<file path="config.mk">
export PLATFORM = sky130hd
export DESIGN_NAME = fetch_frontend
export DESIGN_NICKNAME = d
export VERILOG_FILES = /design/src/source/la_isa_pkg.sv /design/src/source/fetch_pkg.sv /design/src/source/axil_fetch_master.sv /design/src/source/fetch_ctrl.sv /design/src/source/fetch_fifo.sv /design/src/source/fetch_frontend.sv /design/src/source/fetch_pc_counter.sv /design/src/source/pre_decoder.sv
export SDC_FILE = /design/constraint.sdc
export NUM_CORES = 1
export LEC_CHECK = 0
export BUFFER_PORTS_ARGS = -buffer_cell sky130_fd_sc_hd__buf_4
export CAP_MARGIN = 20
export CORE_UTILIZATION = 40
export DETAILED_ROUTE_END_ITERATION = 8
export SYNTH_ARGS = -nofsm -noshare
export SYNTH_HDL_FRONTEND = slang
export SYNTH_SLANG_ARGS = --single-unit
</file>
<file path="constraint.sdc">
create_clock -name clk -period 11.1 [get_ports clk]
set_clock_uncertainty 0.2 [all_clocks]
set_input_delay 2.22 -clock clk [delete_from_list [all_inputs] [get_ports clk]]
set_output_delay 2.22 -clock clk [all_outputs]
set_load 0.01 [all_outputs]
</file>
<file path="src/source/la_isa_pkg.sv">
package la_isa_pkg;

    // branch kind of one instruction word
    typedef enum logic [1:0] {
        BT_NONE     = 2'b00,
        BT_UNCOND   = 2'b01,
        BT_PCREL    = 2'b10,
        BT_INDIRECT = 2'b11
    } btype_e;

    // major opcode, bits 31..26
    localparam logic [5:0] OP_BEQZ = 6'b010000;
    localparam logic [5:0] OP_BNEZ = 6'b010001;
    localparam logic [5:0] OP_JIRL = 6'b010011;
    localparam logic [5:0] OP_B    = 6'b010100;
    localparam logic [5:0] OP_BL   = 6'b010101;
    // beq .. bgeu form one contiguous range
    localparam logic [5:0] OP_BEQ  = 6'b010110;
    localparam logic [5:0] OP_BGEU = 6'b011011;

    // ibar, bits 31..27, needs bit 15 set as well
    localparam logic [4:0] OP_IBAR_HI = 5'b00111;

    // csr group, bits 31..24; rj of zero is a plain csrrd
    localparam logic [7:0] OP_CSR = 8'b00000100;

    // tlb maintenance
    localparam logic [31:0] INSN_TLBSRCH = 32'h0648_2800;
    localparam logic [31:0] INSN_TLBRD   = 32'h0648_2C00;
    // invtlb prefix, bits 31..15
    localparam logic [16:0] OP_INVTLB    = 17'b0000011_0010010011;

    // per-pair tags, bit 1 of each flag belongs to inst1
    typedef struct packed {
        logic [1:0]       priv_flag;
        logic [1:0]       ibar_flag;
        logic [1:0]       csr_flag;
        logic [1:0]       tlb_flag;
        btype_e [1:0]     branch_flag;
        btype_e           inst_btype;
        logic             inst_bpos;
    } predecode_t;

endpackage

</file>
<file path="src/source/fetch_pkg.sv">
package fetch_pkg;
    import la_isa_pkg::*;

    // first pair fetched after reset
    localparam logic [31:0] RESET_PC = 32'h1C00_0000;

    localparam int PKT_FIFO_DEPTH = 4;

    // byte distance between pairs and between the two words of a pair
    localparam logic [31:0] PAIR_BYTES = 32'd8;
    localparam logic [31:0] WORD_BYTES = 32'd4;

    // instruction access, unprivileged, secure
    localparam logic [2:0] ARPROT_INSN = 3'b100;

    // AXI4-Lite read address channel, master side
    typedef struct packed {
        logic        arvalid;
        logic [31:0] araddr;
        logic [2:0]  arprot;
    } axil_ar_t;

    // AXI4-Lite read data channel, slave side
    typedef struct packed {
        logic        rvalid;
        logic [31:0] rdata;
        logic [1:0]  rresp;
    } axil_r_t;

    // one fetched pair; pc may have bit 2 set after a redirect
    typedef struct packed {
        logic [31:0] pc;
        logic [31:0] inst0;
        logic [31:0] inst1;
    } fetch_pair_t;

    // what decode receives
    typedef struct packed {
        fetch_pair_t pair;
        predecode_t  predecode;
    } fetch_packet_t;

endpackage

</file>
<file path="src/source/axil_fetch_master.sv">
module axil_fetch_master import fetch_pkg::*; (
    input  logic        clk,
    input  logic        arst_n,
    input  logic        pair_start,
    input  logic [31:0] fetch_pc,
    output axil_ar_t    ar,
    input  logic        arready,
    input  axil_r_t     r,
    output logic        rready,
    output logic        pair_done,
    output fetch_pair_t pair,
    output logic        master_idle
);

    typedef enum logic [1:0] {
        M_IDLE,
        M_AR,
        M_R,
        M_DONE
    } mstate_e;

    mstate_e     state;
    // 0 while reading inst0, 1 for inst1
    logic        word_sel;
    logic [31:0] base_addr;

    assign base_addr = {pair.pc[31:3], 3'b000};

    // address held from the latched pc, stable until arready
    always_comb begin
        ar.arvalid = (state == M_AR);
        ar.araddr  = word_sel ? base_addr + WORD_BYTES : base_addr;
        ar.arprot  = ARPROT_INSN;
    end

    assign rready      = (state == M_R);
    assign pair_done   = (state == M_DONE);
    assign master_idle = (state == M_IDLE);

    always_ff @(posedge clk or negedge arst_n) begin
        if (!arst_n) begin
            state    <= M_IDLE;
            word_sel <= 1'b0;
        end else begin
            case (state)
                M_IDLE: begin
                    if (pair_start) begin
                        state    <= M_AR;
                        word_sel <= 1'b0;
                    end
                end
                M_AR: begin
                    if (arready) begin
                        state <= M_R;
                    end
                end
                M_R: begin
                    if (r.rvalid) begin
                        state    <= word_sel ? M_DONE : M_AR;
                        word_sel <= ~word_sel;
                    end
                end
                default: state <= M_IDLE;
            endcase
        end
    end

    // pair payload
    always_ff @(posedge clk) begin
        if (master_idle && pair_start) begin
            pair.pc <= fetch_pc;
        end
        if (rready && r.rvalid) begin
            if (word_sel) begin
                pair.inst1 <= r.rdata;
            end else begin
                pair.inst0 <= r.rdata;
            end
        end
    end

endmodule

</file>
<file path="src/source/fetch_ctrl.sv">
module fetch_ctrl (
    input  logic       clk,
    input  logic       arst_n,
    input  logic       redirect_valid,
    input  logic       pair_done,
    input  logic       fifo_has_room,
    input  logic       master_idle,
    input  logic [1:0] priv_flag,
    output logic       pair_start,
    output logic       pair_discard,
    output logic       flush
);

    typedef enum logic [1:0] {
        S_RUN,
        S_WAIT,
        S_HOLD,
        S_DRAIN
    } state_e;

    state_e state;
    state_e state_nxt;

    // no start on a redirect cycle, the pc is being reloaded
    assign pair_start = (state == S_RUN) && fifo_has_room && master_idle && !redirect_valid;

    // a pair completing alongside a redirect is stale too
    assign pair_discard = (state == S_DRAIN) || redirect_valid;
    assign flush        = redirect_valid;

    always_comb begin
        state_nxt = state;
        case (state)
            S_RUN: begin
                if (pair_start) begin
                    state_nxt = S_WAIT;
                end
            end
            S_WAIT: begin
                if (redirect_valid) begin
                    state_nxt = pair_done ? S_RUN : S_DRAIN;
                end else if (pair_done) begin
                    // serialise behind any privileged op
                    state_nxt = (priv_flag != 2'b00) ? S_HOLD : S_RUN;
                end
            end
            S_HOLD: begin
                if (redirect_valid) begin
                    state_nxt = S_RUN;
                end
            end
            S_DRAIN: begin
                if (pair_done) begin
                    state_nxt = S_RUN;
                end
            end
            default: state_nxt = S_RUN;
        endcase
    end

    always_ff @(posedge clk or negedge arst_n) begin
        if (!arst_n) begin
            state <= S_RUN;
        end else begin
            state <= state_nxt;
        end
    end

endmodule

</file>
<file path="src/source/fetch_fifo.sv">
module fetch_fifo import fetch_pkg::*; #(
    parameter int DEPTH = PKT_FIFO_DEPTH
) (
    input  logic          clk,
    input  logic          arst_n,
    input  logic          flush,
    input  logic          push,
    input  fetch_packet_t push_data,
    output logic          has_room,
    output logic          pop_valid,
    input  logic          pop_ready,
    output fetch_packet_t pop_data
);

    localparam int PTR_W = (DEPTH > 1) ? $clog2(DEPTH) : 1;
    localparam int CNT_W = $clog2(DEPTH + 1);

    fetch_packet_t    mem [DEPTH];
    logic [PTR_W-1:0] wr_ptr;
    logic [PTR_W-1:0] rd_ptr;
    logic [CNT_W-1:0] count;
    logic             do_push;
    logic             do_pop;

    // a free slot is what the next pair will land in
    assign has_room  = (count < CNT_W'(DEPTH));
    assign pop_valid = (count != '0);
    assign pop_data  = mem[rd_ptr];

    assign do_push = push && has_room;
    assign do_pop  = pop_valid && pop_ready;

    always_ff @(posedge clk or negedge arst_n) begin
        if (!arst_n) begin
            wr_ptr <= '0;
            rd_ptr <= '0;
            count  <= '0;
        end else if (flush) begin
            wr_ptr <= '0;
            rd_ptr <= '0;
            count  <= '0;
        end else begin
            if (do_push) begin
                wr_ptr <= (wr_ptr == PTR_W'(DEPTH - 1)) ? '0 : wr_ptr + 1'b1;
            end
            if (do_pop) begin
                rd_ptr <= (rd_ptr == PTR_W'(DEPTH - 1)) ? '0 : rd_ptr + 1'b1;
            end
            count <= count + CNT_W'(do_push) - CNT_W'(do_pop);
        end
    end

    always_ff @(posedge clk) begin
        if (do_push) begin
            mem[wr_ptr] <= push_data;
        end
    end

endmodule

</file>
<file path="src/source/fetch_frontend.sv">
module fetch_frontend import la_isa_pkg::*, fetch_pkg::*; (
    input  logic          clk,
    input  logic          arst_n,
    // AXI4-Lite read master
    output axil_ar_t      ar,
    input  logic          arready,
    input  axil_r_t       r,
    output logic          rready,
    // back-end redirect
    input  logic          redirect_valid,
    input  logic [31:0]   redirect_pc,
    // to decode
    output logic          packet_valid,
    output fetch_packet_t packet,
    input  logic          packet_ready
);

    logic        pair_start;
    logic        pair_discard;
    logic        pair_done;
    logic        flush;
    logic        fifo_has_room;
    logic        master_idle;
    logic        fifo_push;
    logic [31:0] fetch_pc;
    fetch_pair_t pair;
    predecode_t  predecode;

    assign fifo_push = pair_done && !pair_discard;

    fetch_ctrl fetch_ctrl_i (
        .clk            (clk),
        .arst_n         (arst_n),
        .redirect_valid (redirect_valid),
        .pair_done      (pair_done),
        .fifo_has_room  (fifo_has_room),
        .master_idle    (master_idle),
        .priv_flag      (predecode.priv_flag),
        .pair_start     (pair_start),
        .pair_discard   (pair_discard),
        .flush          (flush)
    );

    fetch_pc_counter fetch_pc_counter_i (
        .clk            (clk),
        .arst_n         (arst_n),
        .pair_start     (pair_start),
        .redirect_valid (redirect_valid),
        .redirect_pc    (redirect_pc),
        .fetch_pc       (fetch_pc)
    );

    axil_fetch_master axil_fetch_master_i (
        .clk         (clk),
        .arst_n      (arst_n),
        .pair_start  (pair_start),
        .fetch_pc    (fetch_pc),
        .ar          (ar),
        .arready     (arready),
        .r           (r),
        .rready      (rready),
        .pair_done   (pair_done),
        .pair        (pair),
        .master_idle (master_idle)
    );

    pre_decoder pre_decoder_i (
        .pair      (pair),
        .predecode (predecode)
    );

    fetch_fifo #(
        .DEPTH (PKT_FIFO_DEPTH)
    ) fetch_fifo_i (
        .clk       (clk),
        .arst_n    (arst_n),
        .flush     (flush),
        .push      (fifo_push),
        .push_data ({pair, predecode}),
        .has_room  (fifo_has_room),
        .pop_valid (packet_valid),
        .pop_ready (packet_ready),
        .pop_data  (packet)
    );

endmodule

</file>
<file path="src/source/fetch_pc_counter.sv">
module fetch_pc_counter import fetch_pkg::*; (
    input  logic        clk,
    input  logic        arst_n,
    input  logic        pair_start,
    input  logic        redirect_valid,
    input  logic [31:0] redirect_pc,
    output logic [31:0] fetch_pc
);

    logic [31:0] next_pair_pc;

    // drop the upper-word offset before stepping to the next pair
    assign next_pair_pc = {fetch_pc[31:3], 1'b0, fetch_pc[1:0]} + PAIR_BYTES;

    always_ff @(posedge clk or negedge arst_n) begin
        if (!arst_n) begin
            fetch_pc <= RESET_PC;
        end else if (redirect_valid) begin
            fetch_pc <= redirect_pc;
        end else if (pair_start) begin
            fetch_pc <= next_pair_pc;
        end
    end

endmodule

</file>
<file path="src/source/pre_decoder.sv">
module pre_decoder import la_isa_pkg::*, fetch_pkg::*; (
    input  fetch_pair_t pair,
    output predecode_t  predecode
);

    function automatic logic is_ibar(input logic [31:0] insn);
        return (insn[31:27] == OP_IBAR_HI) && insn[15];
    endfunction

    // csrwr and csrxchg only, csrrd has rj == 0
    function automatic logic is_csr_write(input logic [31:0] insn);
        return (insn[31:24] == OP_CSR) && (insn[9:5] != 5'd0);
    endfunction

    function automatic logic is_tlb(input logic [31:0] insn);
        return (insn == INSN_TLBSRCH) || (insn == INSN_TLBRD) ||
               (insn[31:15] == OP_INVTLB);
    endfunction

    function automatic btype_e classify_branch(input logic [31:0] insn);
        logic [5:0] op;
        op = insn[31:26];
        if (op == OP_B || op == OP_BL) begin
            return BT_UNCOND;
        end
        if (op == OP_BEQZ || op == OP_BNEZ || (op >= OP_BEQ && op <= OP_BGEU)) begin
            return BT_PCREL;
        end
        if (op == OP_JIRL) begin
            return BT_INDIRECT;
        end
        return BT_NONE;
    endfunction

    logic [1:0] ibar;
    logic [1:0] csr;
    logic [1:0] tlb;
    btype_e     bt0;
    btype_e     bt1;

    always_comb begin
        ibar = {is_ibar(pair.inst1), is_ibar(pair.inst0)};
        csr  = {is_csr_write(pair.inst1), is_csr_write(pair.inst0)};
        tlb  = {is_tlb(pair.inst1), is_tlb(pair.inst0)};
        bt0  = classify_branch(pair.inst0);
        bt1  = classify_branch(pair.inst1);

        // entry at the upper word, inst0 is not part of the stream
        if (pair.pc[2]) begin
            ibar[0] = 1'b0;
            csr[0]  = 1'b0;
            tlb[0]  = 1'b0;
            bt0     = BT_NONE;
        end

        predecode.ibar_flag      = ibar;
        predecode.csr_flag       = csr;
        predecode.tlb_flag       = tlb;
        predecode.priv_flag      = ibar | csr | tlb;
        predecode.branch_flag[0] = bt0;
        predecode.branch_flag[1] = bt1;
        // the later slot wins when both branch
        predecode.inst_btype     = (bt1 != BT_NONE) ? bt1 : bt0;
        predecode.inst_bpos      = (bt0 == BT_NONE);
    end

endmodule

</file>
==> flow_summary.json, run 1 <==
{
  "outcome": "completed",
  "fillers": 4481,
  "syn-mean-instance-area_um2": 21.1,
  "crit_path_frequent_cell": "sky130_fd_sc_hd__buf_4",
  "layout.cells.most_common": "sky130_fd_sc_hd__edfxtp_1",
  "number_of_antenna_violations_at_the_first_check_in_global_routing": 1,
  "timing_hold_violations_final": 0,
  "vias_in_the_first_global_route": 10700,
  "timing.critical_path.slowest_stage_cell": "sky130_fd_sc_hd__dfrtp_4",
  "cts-htree-levels": 2,
  "die_w_um": 236,
  "design.final.nets": 1329,
  "cts_buffers": 58,
  "largest_net_degree_at_the_start_of_global_routing": 83,
  "design.core.area_um2": 53900,
  "worstPathBufferInverterCount": 2,
  "drt_iter0_drcs": 676,
  "clock.fmax_ghz": 0.177,
  "cp_slowest_stage_delay_ns": 1.02,
  "pleak_nw": 8.67,
  "synth_top_family_by_area": "multiplexers",
  "synth.yosys.warnings": 0,
  "synth_enable_flop_cells": 540,
  "start_util_pct": 40.6,
  "final.min_clock_period_ns": 5.64,
  "vdd_ir_drop_max_uv": 146,
  "grt_setup_unrepaired": "false",
  "gp_congestion": 0.758,
  "worstSetupPathType": "reg -> out",
  "path_clk_slew_ns": 0.06,
  "final_cell_mix": "540 x sky130_fd_sc_hd__edfxtp_1, 220 x sky130_fd_sc_hd__buf_4, 111 x sky130_fd_sc_hd__mux4_2",
  "synth_mux_area_share_pct": 11.7,
  "cts-root-to-sink-buffers": 3,
  "maxCapViolCount": 0,
  "floorplan.die_area_um2": 55600,
  "clock_latency_ns": 0.61,
  "io_buffer_count": 213,
  "crit_path_max_fanout": 60,
  "yosysUniqueCellTypes": 50,
  "synth-compound-area-share_pct": 1.40,
  "critical_path.startpoint_type": "register",
  "synth_simple_gate_area_share_pct": 3.90,
  "post_cts_resized": 0,
  "setup_violations": 0,
  "synth_seq_area_share_pct": 79.2,
  "clock_tree.root_cell": "sky130_fd_sc_hd__clkbuf_16",
  "register_area_um2": 17300,
  "timing.max_slew.rel_slack_pct": 34.2,
  "drive_gt1_share_pct": 33.8,
  "netlist_instances": 1035,
  "power_mw": 5.36,
  "drt_pass1_iterations": 4,
  "ant_nets": 0,
  "timing.hold.ws_ns": 0.244,
  "path_delay_family": "buffers and inverters",
  "synth-seq-cells": 584,
  "worstPathArrival_ns": 3.22,
  "post_synthesis_instance_area_um2": 21900,
  "timing.hold.worst.class": "reg -> reg",
  "floorplan.rows": 85,
  "setup.worst_path.end_class": "output port",
  "clkSinkCount": 584,
  "cts_post_setup_buffers_inserted": 0,
  "route.detailed.drc": 0,
  "synth-adder-area-share_pct": 0.492,
  "synthXorXnorAreaFrac_pct": 1.28,
  "cts_hold_repair.buffers": 0,
  "post-route-period-util_pct": 50.8,
  "ys_async_sr_fraction_pct": 7.53,
  "grtUsageTotal_pct": 16.3,
  "final_util_pct": 48.3,
  "worstMarginPinSlew_ns": 0.981,
  "number_of_vias_per_cell": 5.10,
  "per_cell_routed_wire_length_um": 22.3,
  "stdcell_area_um2": 26000,
  "pin_count": 221,
  "routed_wl_um": 44400,
  "cp.required_ns": 8.68,
  "cts_tree": "done",
  "grt_pass1_wl_um": 67200,
  "synth_ff_type": "sky130_fd_sc_hd__edfxtp_1",
  "cellPowerDensity_nw_per_um2": 206,
  "synthToLayoutAreaGrowth_pct": 18.9,
  "path_cells": "buf_4, mux4_2, buf_4",
  "final-max-slew-violation-count": 0,
  "die_height_um": 236,
  "vias": 10200,
  "postPlaceCellArea_um2": 24100,
  "grt_overflow_total": 0,
  "totalNegativeSetupSlack_ns": 0,
  "dpl.hpwl_um": 26500,
  "multi_input_comb_area_um2": 4140
}
==> flip-flops by register name, indices dropped and copies added (netlist names) <==
register,count
fetch_ctrl_i.state,2
axil_fetch_master_i.state,2
axil_fetch_master_i.word_sel,1
fetch_pc_counter_i.fetch_pc,32
fetch_fifo_i.rd_ptr,2
axil_fetch_master_i.pair,96
fetch_fifo_i.mem,444
fetch_fifo_i.wr_ptr,2
fetch_fifo_i.count,3
==> cell usage after synthesis (4+ instances only) <==
| cell | n | area [µm²] |
|---|---|---|
| sky130_fd_sc_hd__xnor2_1 | 16 | 140 |
| sky130_fd_sc_hd__nand4_1 | 11 | 68.8 |
| sky130_fd_sc_hd__and3_1 | 9 | 56.3 |
| sky130_fd_sc_hd__ha_1 | 7 | 87.6 |
| sky130_fd_sc_hd__nor2b_1 | 4 | 25.0 |
| sky130_fd_sc_hd__edfxtp_1 | 540 | 16200 |
| sky130_fd_sc_hd__nor3_1 | 15 | 75.1 |
| sky130_fd_sc_hd__and2_1 | 7 | 43.8 |
| sky130_fd_sc_hd__buf_1 | 10 | 37.5 |
| sky130_fd_sc_hd__inv_1 | 11 | 41.3 |
| sky130_fd_sc_hd__buf_2 | 8 | 40.0 |
| sky130_fd_sc_hd__o21ai_1 | 4 | 20.0 |
| sky130_fd_sc_hd__nor2_1 | 22 | 82.6 |
| sky130_fd_sc_hd__clkbuf_1 | 18 | 67.6 |
| sky130_fd_sc_hd__mux4_2 | 111 | 2500 |
| sky130_fd_sc_hd__nor4_1 | 5 | 31.3 |
| sky130_fd_sc_hd__o21ai_0 | 29 | 145 |
| sky130_fd_sc_hd__nand2_1 | 58 | 218 |
| sky130_fd_sc_hd__nand3_1 | 4 | 20.0 |
| sky130_fd_sc_hd__dfrtp_1 | 41 | 1030 |
| sky130_fd_sc_hd__nand2b_1 | 6 | 37.5 |
| sky130_fd_sc_hd__xor2_1 | 16 | 140 |
| sky130_fd_sc_hd__buf_4 | 35 | 263 |
==> report_power, final <==
part / internal, mW / switching, mW / total (mW)
sequential: 2.44 / 0.0985 / 2.54
clock: 1.18 / 0.826 / 2.00
combinational: 0.449 / 0.363 / 0.813
==> worst paths after layout <==
check | start | endpoint | slack, ns | cells past startpoint
setup / recovery | fetch_fifo_i.rd_ptr[1] | packet[44] | 5.46 | 3
hold reg to reg | fetch_pc_counter_i.fetch_pc[1] | axil_fetch_master_i.pair[65] | 0.24 | 0
hold / removal | fetch_pc_counter_i.fetch_pc[1] | axil_fetch_master_i.pair[65] | 0.24 | 0
max in group asynchronous | arst_n | fetch_fifo_i.rd_ptr[0] | 8.80 | 1
setup reg to reg | axil_fetch_master_i.state[1] | fetch_fifo_i.mem[2][11] | 7.24 | 4
min in group asynchronous | arst_n | fetch_pc_counter_i.fetch_pc[20] | 1.42 | 1
==> stage by stage <==
step / cells / setup WS [ns]
floorplan: 1038 / 4.75
global placement: 1884 / 5.17
detailed placement: 1884 / 5.14
CTS: 1993 / 5.34
global route: 1994 / 5.32
finish: 1995 / 5.46
==> final cells by class <==
cell class | count | area share, %
well taps | 696 | 3.35
diodes | 1 | 0.00962
inverters | 11 | 0.159
clock buffers | 73 | 5.95
repair buffers | 222 | 6.44
flip-flops and latches | 584 | 66.6
clock inverters | 36 | 1.58
multi-input cells | 372 | 15.9
==> cells by family after synthesis <==
group	after synthesis
adders and majority gates	8
and+or+nand+nor	160
DFF	584
muxes	116
xor gates and xnor gates	32
other	2
AOI/OAI and AO/OA	51
buffers and inverters	82
==> routing by layer <==
layer / vias to the layer above / track usage, % / share of wire [%]
met5: - / 0 / 0
met4: 0 / 4.34 / 1.7
met3: 59 / 3.87 / 6.4
met2: 273 / 26.7 / 49
met1: 5271 / 21.9 / 43
li1: 4570 / - / -
(Power assumes the default switching activity.)
==> run 2: changes to the inputs <==
Clock period 11.1 ns to 5.61 ns, I/O delays scaled along.
==> flow_summary.json, run 2 (synthesis gave the netlist of run 1 again) <==
{
  "postPlaceCellArea_um2": 24200,
  "final-max-slew-violation-count": 0,
  "worstMarginPinSlew_ns": 1.11,
  "pin_count": 221,
  "path_delay_family": "flip-flops",
  "dpl.hpwl_um": 27800,
  "per_cell_routed_wire_length_um": 22.4,
  "design.core.area_um2": 53900,
  "cellPowerDensity_nw_per_um2": 402,
  "clock_tree.root_cell": "sky130_fd_sc_hd__clkbuf_16",
  "antenna_cells_inserted": 0,
  "vias_in_the_first_global_route": 10700,
  "stdcell_area_um2": 26100,
  "die_w_um": 236,
  "final_cell_mix": "540 x sky130_fd_sc_hd__edfxtp_1, 225 x sky130_fd_sc_hd__buf_4, 111 x sky130_fd_sc_hd__mux4_2",
  "path_clk_slew_ns": 0.06,
  "hold-path-endpoint": "axil_fetch_master_i.pair[71]",
  "route.top_layer_used": "met4",
  "floorplan.die_area_um2": 55600,
  "path_cells": "buf_12, mux4_2, buf_4",
  "clock.fmax_ghz": 0.243,
  "worst_slack_ns": 1.50,
  "critical_path.startpoint_type": "register",
  "routed_wl_um": 44900,
  "leading_registers_by_flop_count": "fetch_fifo_i.mem: 444 flops, axil_fetch_master_i.pair: 96 flops, fetch_pc_counter_i.fetch_pc: 32 flops",
  "grtUsageTotal_pct": 16.5,
  "die_height_um": 236,
  "post_cts_resized": 0,
  "clkSinkCount": 584,
  "crit_path_max_fanout": 48,
  "synthToLayoutAreaGrowth_pct": 19.4,
  "timing_hold_violations_final": 0,
  "placed_cells": 1895,
  "final.min_clock_period_ns": 4.11,
  "place_ws_ns": 1.45,
  "drt_iter0_drcs": 625,
  "drive_gt1_share_pct": 34.4,
  "cts_hold_repair.buffers": 0,
  "timing.critical_path.slowest_stage_cell": "sky130_fd_sc_hd__dfrtp_4",
  "largest_reg_flops": 444,
  "route.detailed.drc": 0,
  "drt_pass1_iterations": 4,
  "met1_length_um": 19200,
  "ant_nets": 0,
  "gp_congestion": 0.735,
  "hold_wc_startpoint": "fetch_pc_counter_i.fetch_pc[7]",
  "grt_overflow_total": 0,
  "largest_net_degree_at_the_start_of_global_routing": 76,
  "cp_slowest_stage_delay_ns": 0.88,
  "worstPathArrival_ns": 2.79,
  "layout.cells.most_common": "sky130_fd_sc_hd__edfxtp_1",
  "r2r_cells": 4,
  "cts-root-to-sink-buffers": 3,
  "worstPathBufferInverterCount": 2,
  "worstSetupPathType": "reg -> out",
  "reg2reg_setup_slack_ns": 2.40,
  "post-route-period-util_pct": 73.3,
  "setup_violations": 0,
  "setup.worst_path.end_class": "output port",
  "number_of_antenna_violations_at_the_first_check_in_global_routing": 0,
  "met3_routed_wirelength_um": 2420,
  "grt_pass1_wl_um": 67700,
  "totalNegativeSetupSlack_ns": 0,
  "cts_post_setup_buffers_inserted": 0,
  "start_util_pct": 40.6,
  "r2r-end": "fetch_fifo_i.mem[0][104]",
  "cts_tree": "done",
  "number_of_vias_per_cell": 5.13,
  "timing.hold.worst.class": "reg -> reg",
  "instances_no_fill": 2003,
  "regMostFlops": "fetch_fifo_i.mem",
  "pleak_nw": 8.73,
  "outcome": "completed",
  "rr_startpoint": "axil_fetch_master_i.state[1]",
  "grt_setup_unrepaired": "false",
  "design.final.nets": 1341,
  "maxCapViolCount": 0,
  "floorplan.rows": 85,
  "wl_met2_um": 22400,
  "vdd_ir_drop_max_uv": 230,
  "cp.required_ns": 4.29,
  "vias": 10300,
  "timing.max_slew.rel_slack_pct": 26.3,
  "cts-htree-levels": 2,
  "hold_path_depth": 0,
  "clock_latency_ns": 0.61,
  "io_buffer_count": 213,
  "cts_buffers": 59
}
[run 2: where the power goes]
group	leakage, nW	total [mW]	internal, mW	switching, mW
Clock	0.928	3.85	2.24	1.60
Combinational	2.36	1.63	0.907	0.719
Sequential	5.45	5.03	4.83	0.202
[run 2: per-stage QoR]
step / power [mW] / hold WS (ns) / util (%)
after floorplan: 6.04 / 0.221 / -
after global placement: 6.80 / 0.231 / 44.9
after detailed placement: 6.81 / 0.232 / 44.9
after CTS: 10.7 / 0.248 / 48.4
after global routing: 10.9 / 0.263 / 48.5
final: 10.5 / 0.246 / 48.5
[run 2: metal layers]
layer / GRT usage (%) / vias to the layer above
met5: 0 / -
met4: 4.54 / 0
met3: 3.77 / 63
met2: 27.1 / 266
met1: 22.0 / 5358
li1: - / 4590
[run 2: worst max path at each step]
| stage | startpoint | slack, ns | cells after the start | end |
|---|---|---|---|---|
| finish | fetch_fifo_i.rd_ptr[0] | 1.50 | 3 | packet[92] |
| global route | fetch_fifo_i.rd_ptr[0] | 1.27 | 3 | packet[3] |
| CTS | fetch_fifo_i.rd_ptr[0] | 1.35 | 3 | packet[3] |
| detailed placement | redirect_valid | 1.45 | 4 | fetch_fifo_i.mem[0][52] |
| global placement | redirect_valid | 1.48 | 4 | fetch_fifo_i.mem[0][52] |
| floorplan | redirect_valid | 0.36 | 3 | fetch_fifo_i.mem[2][0] |
[run 2: cell type report]
cell class | count | area, µm²
clock buffer | 75 | 1600
timing repair buffer | 233 | 1830
clock inverter | 32 | 310
multi-input combinational | 372 | 4140
tap | 696 | 871
sequential | 584 | 17300
inverter | 11 | 41.3
fill | 4475 | 27800
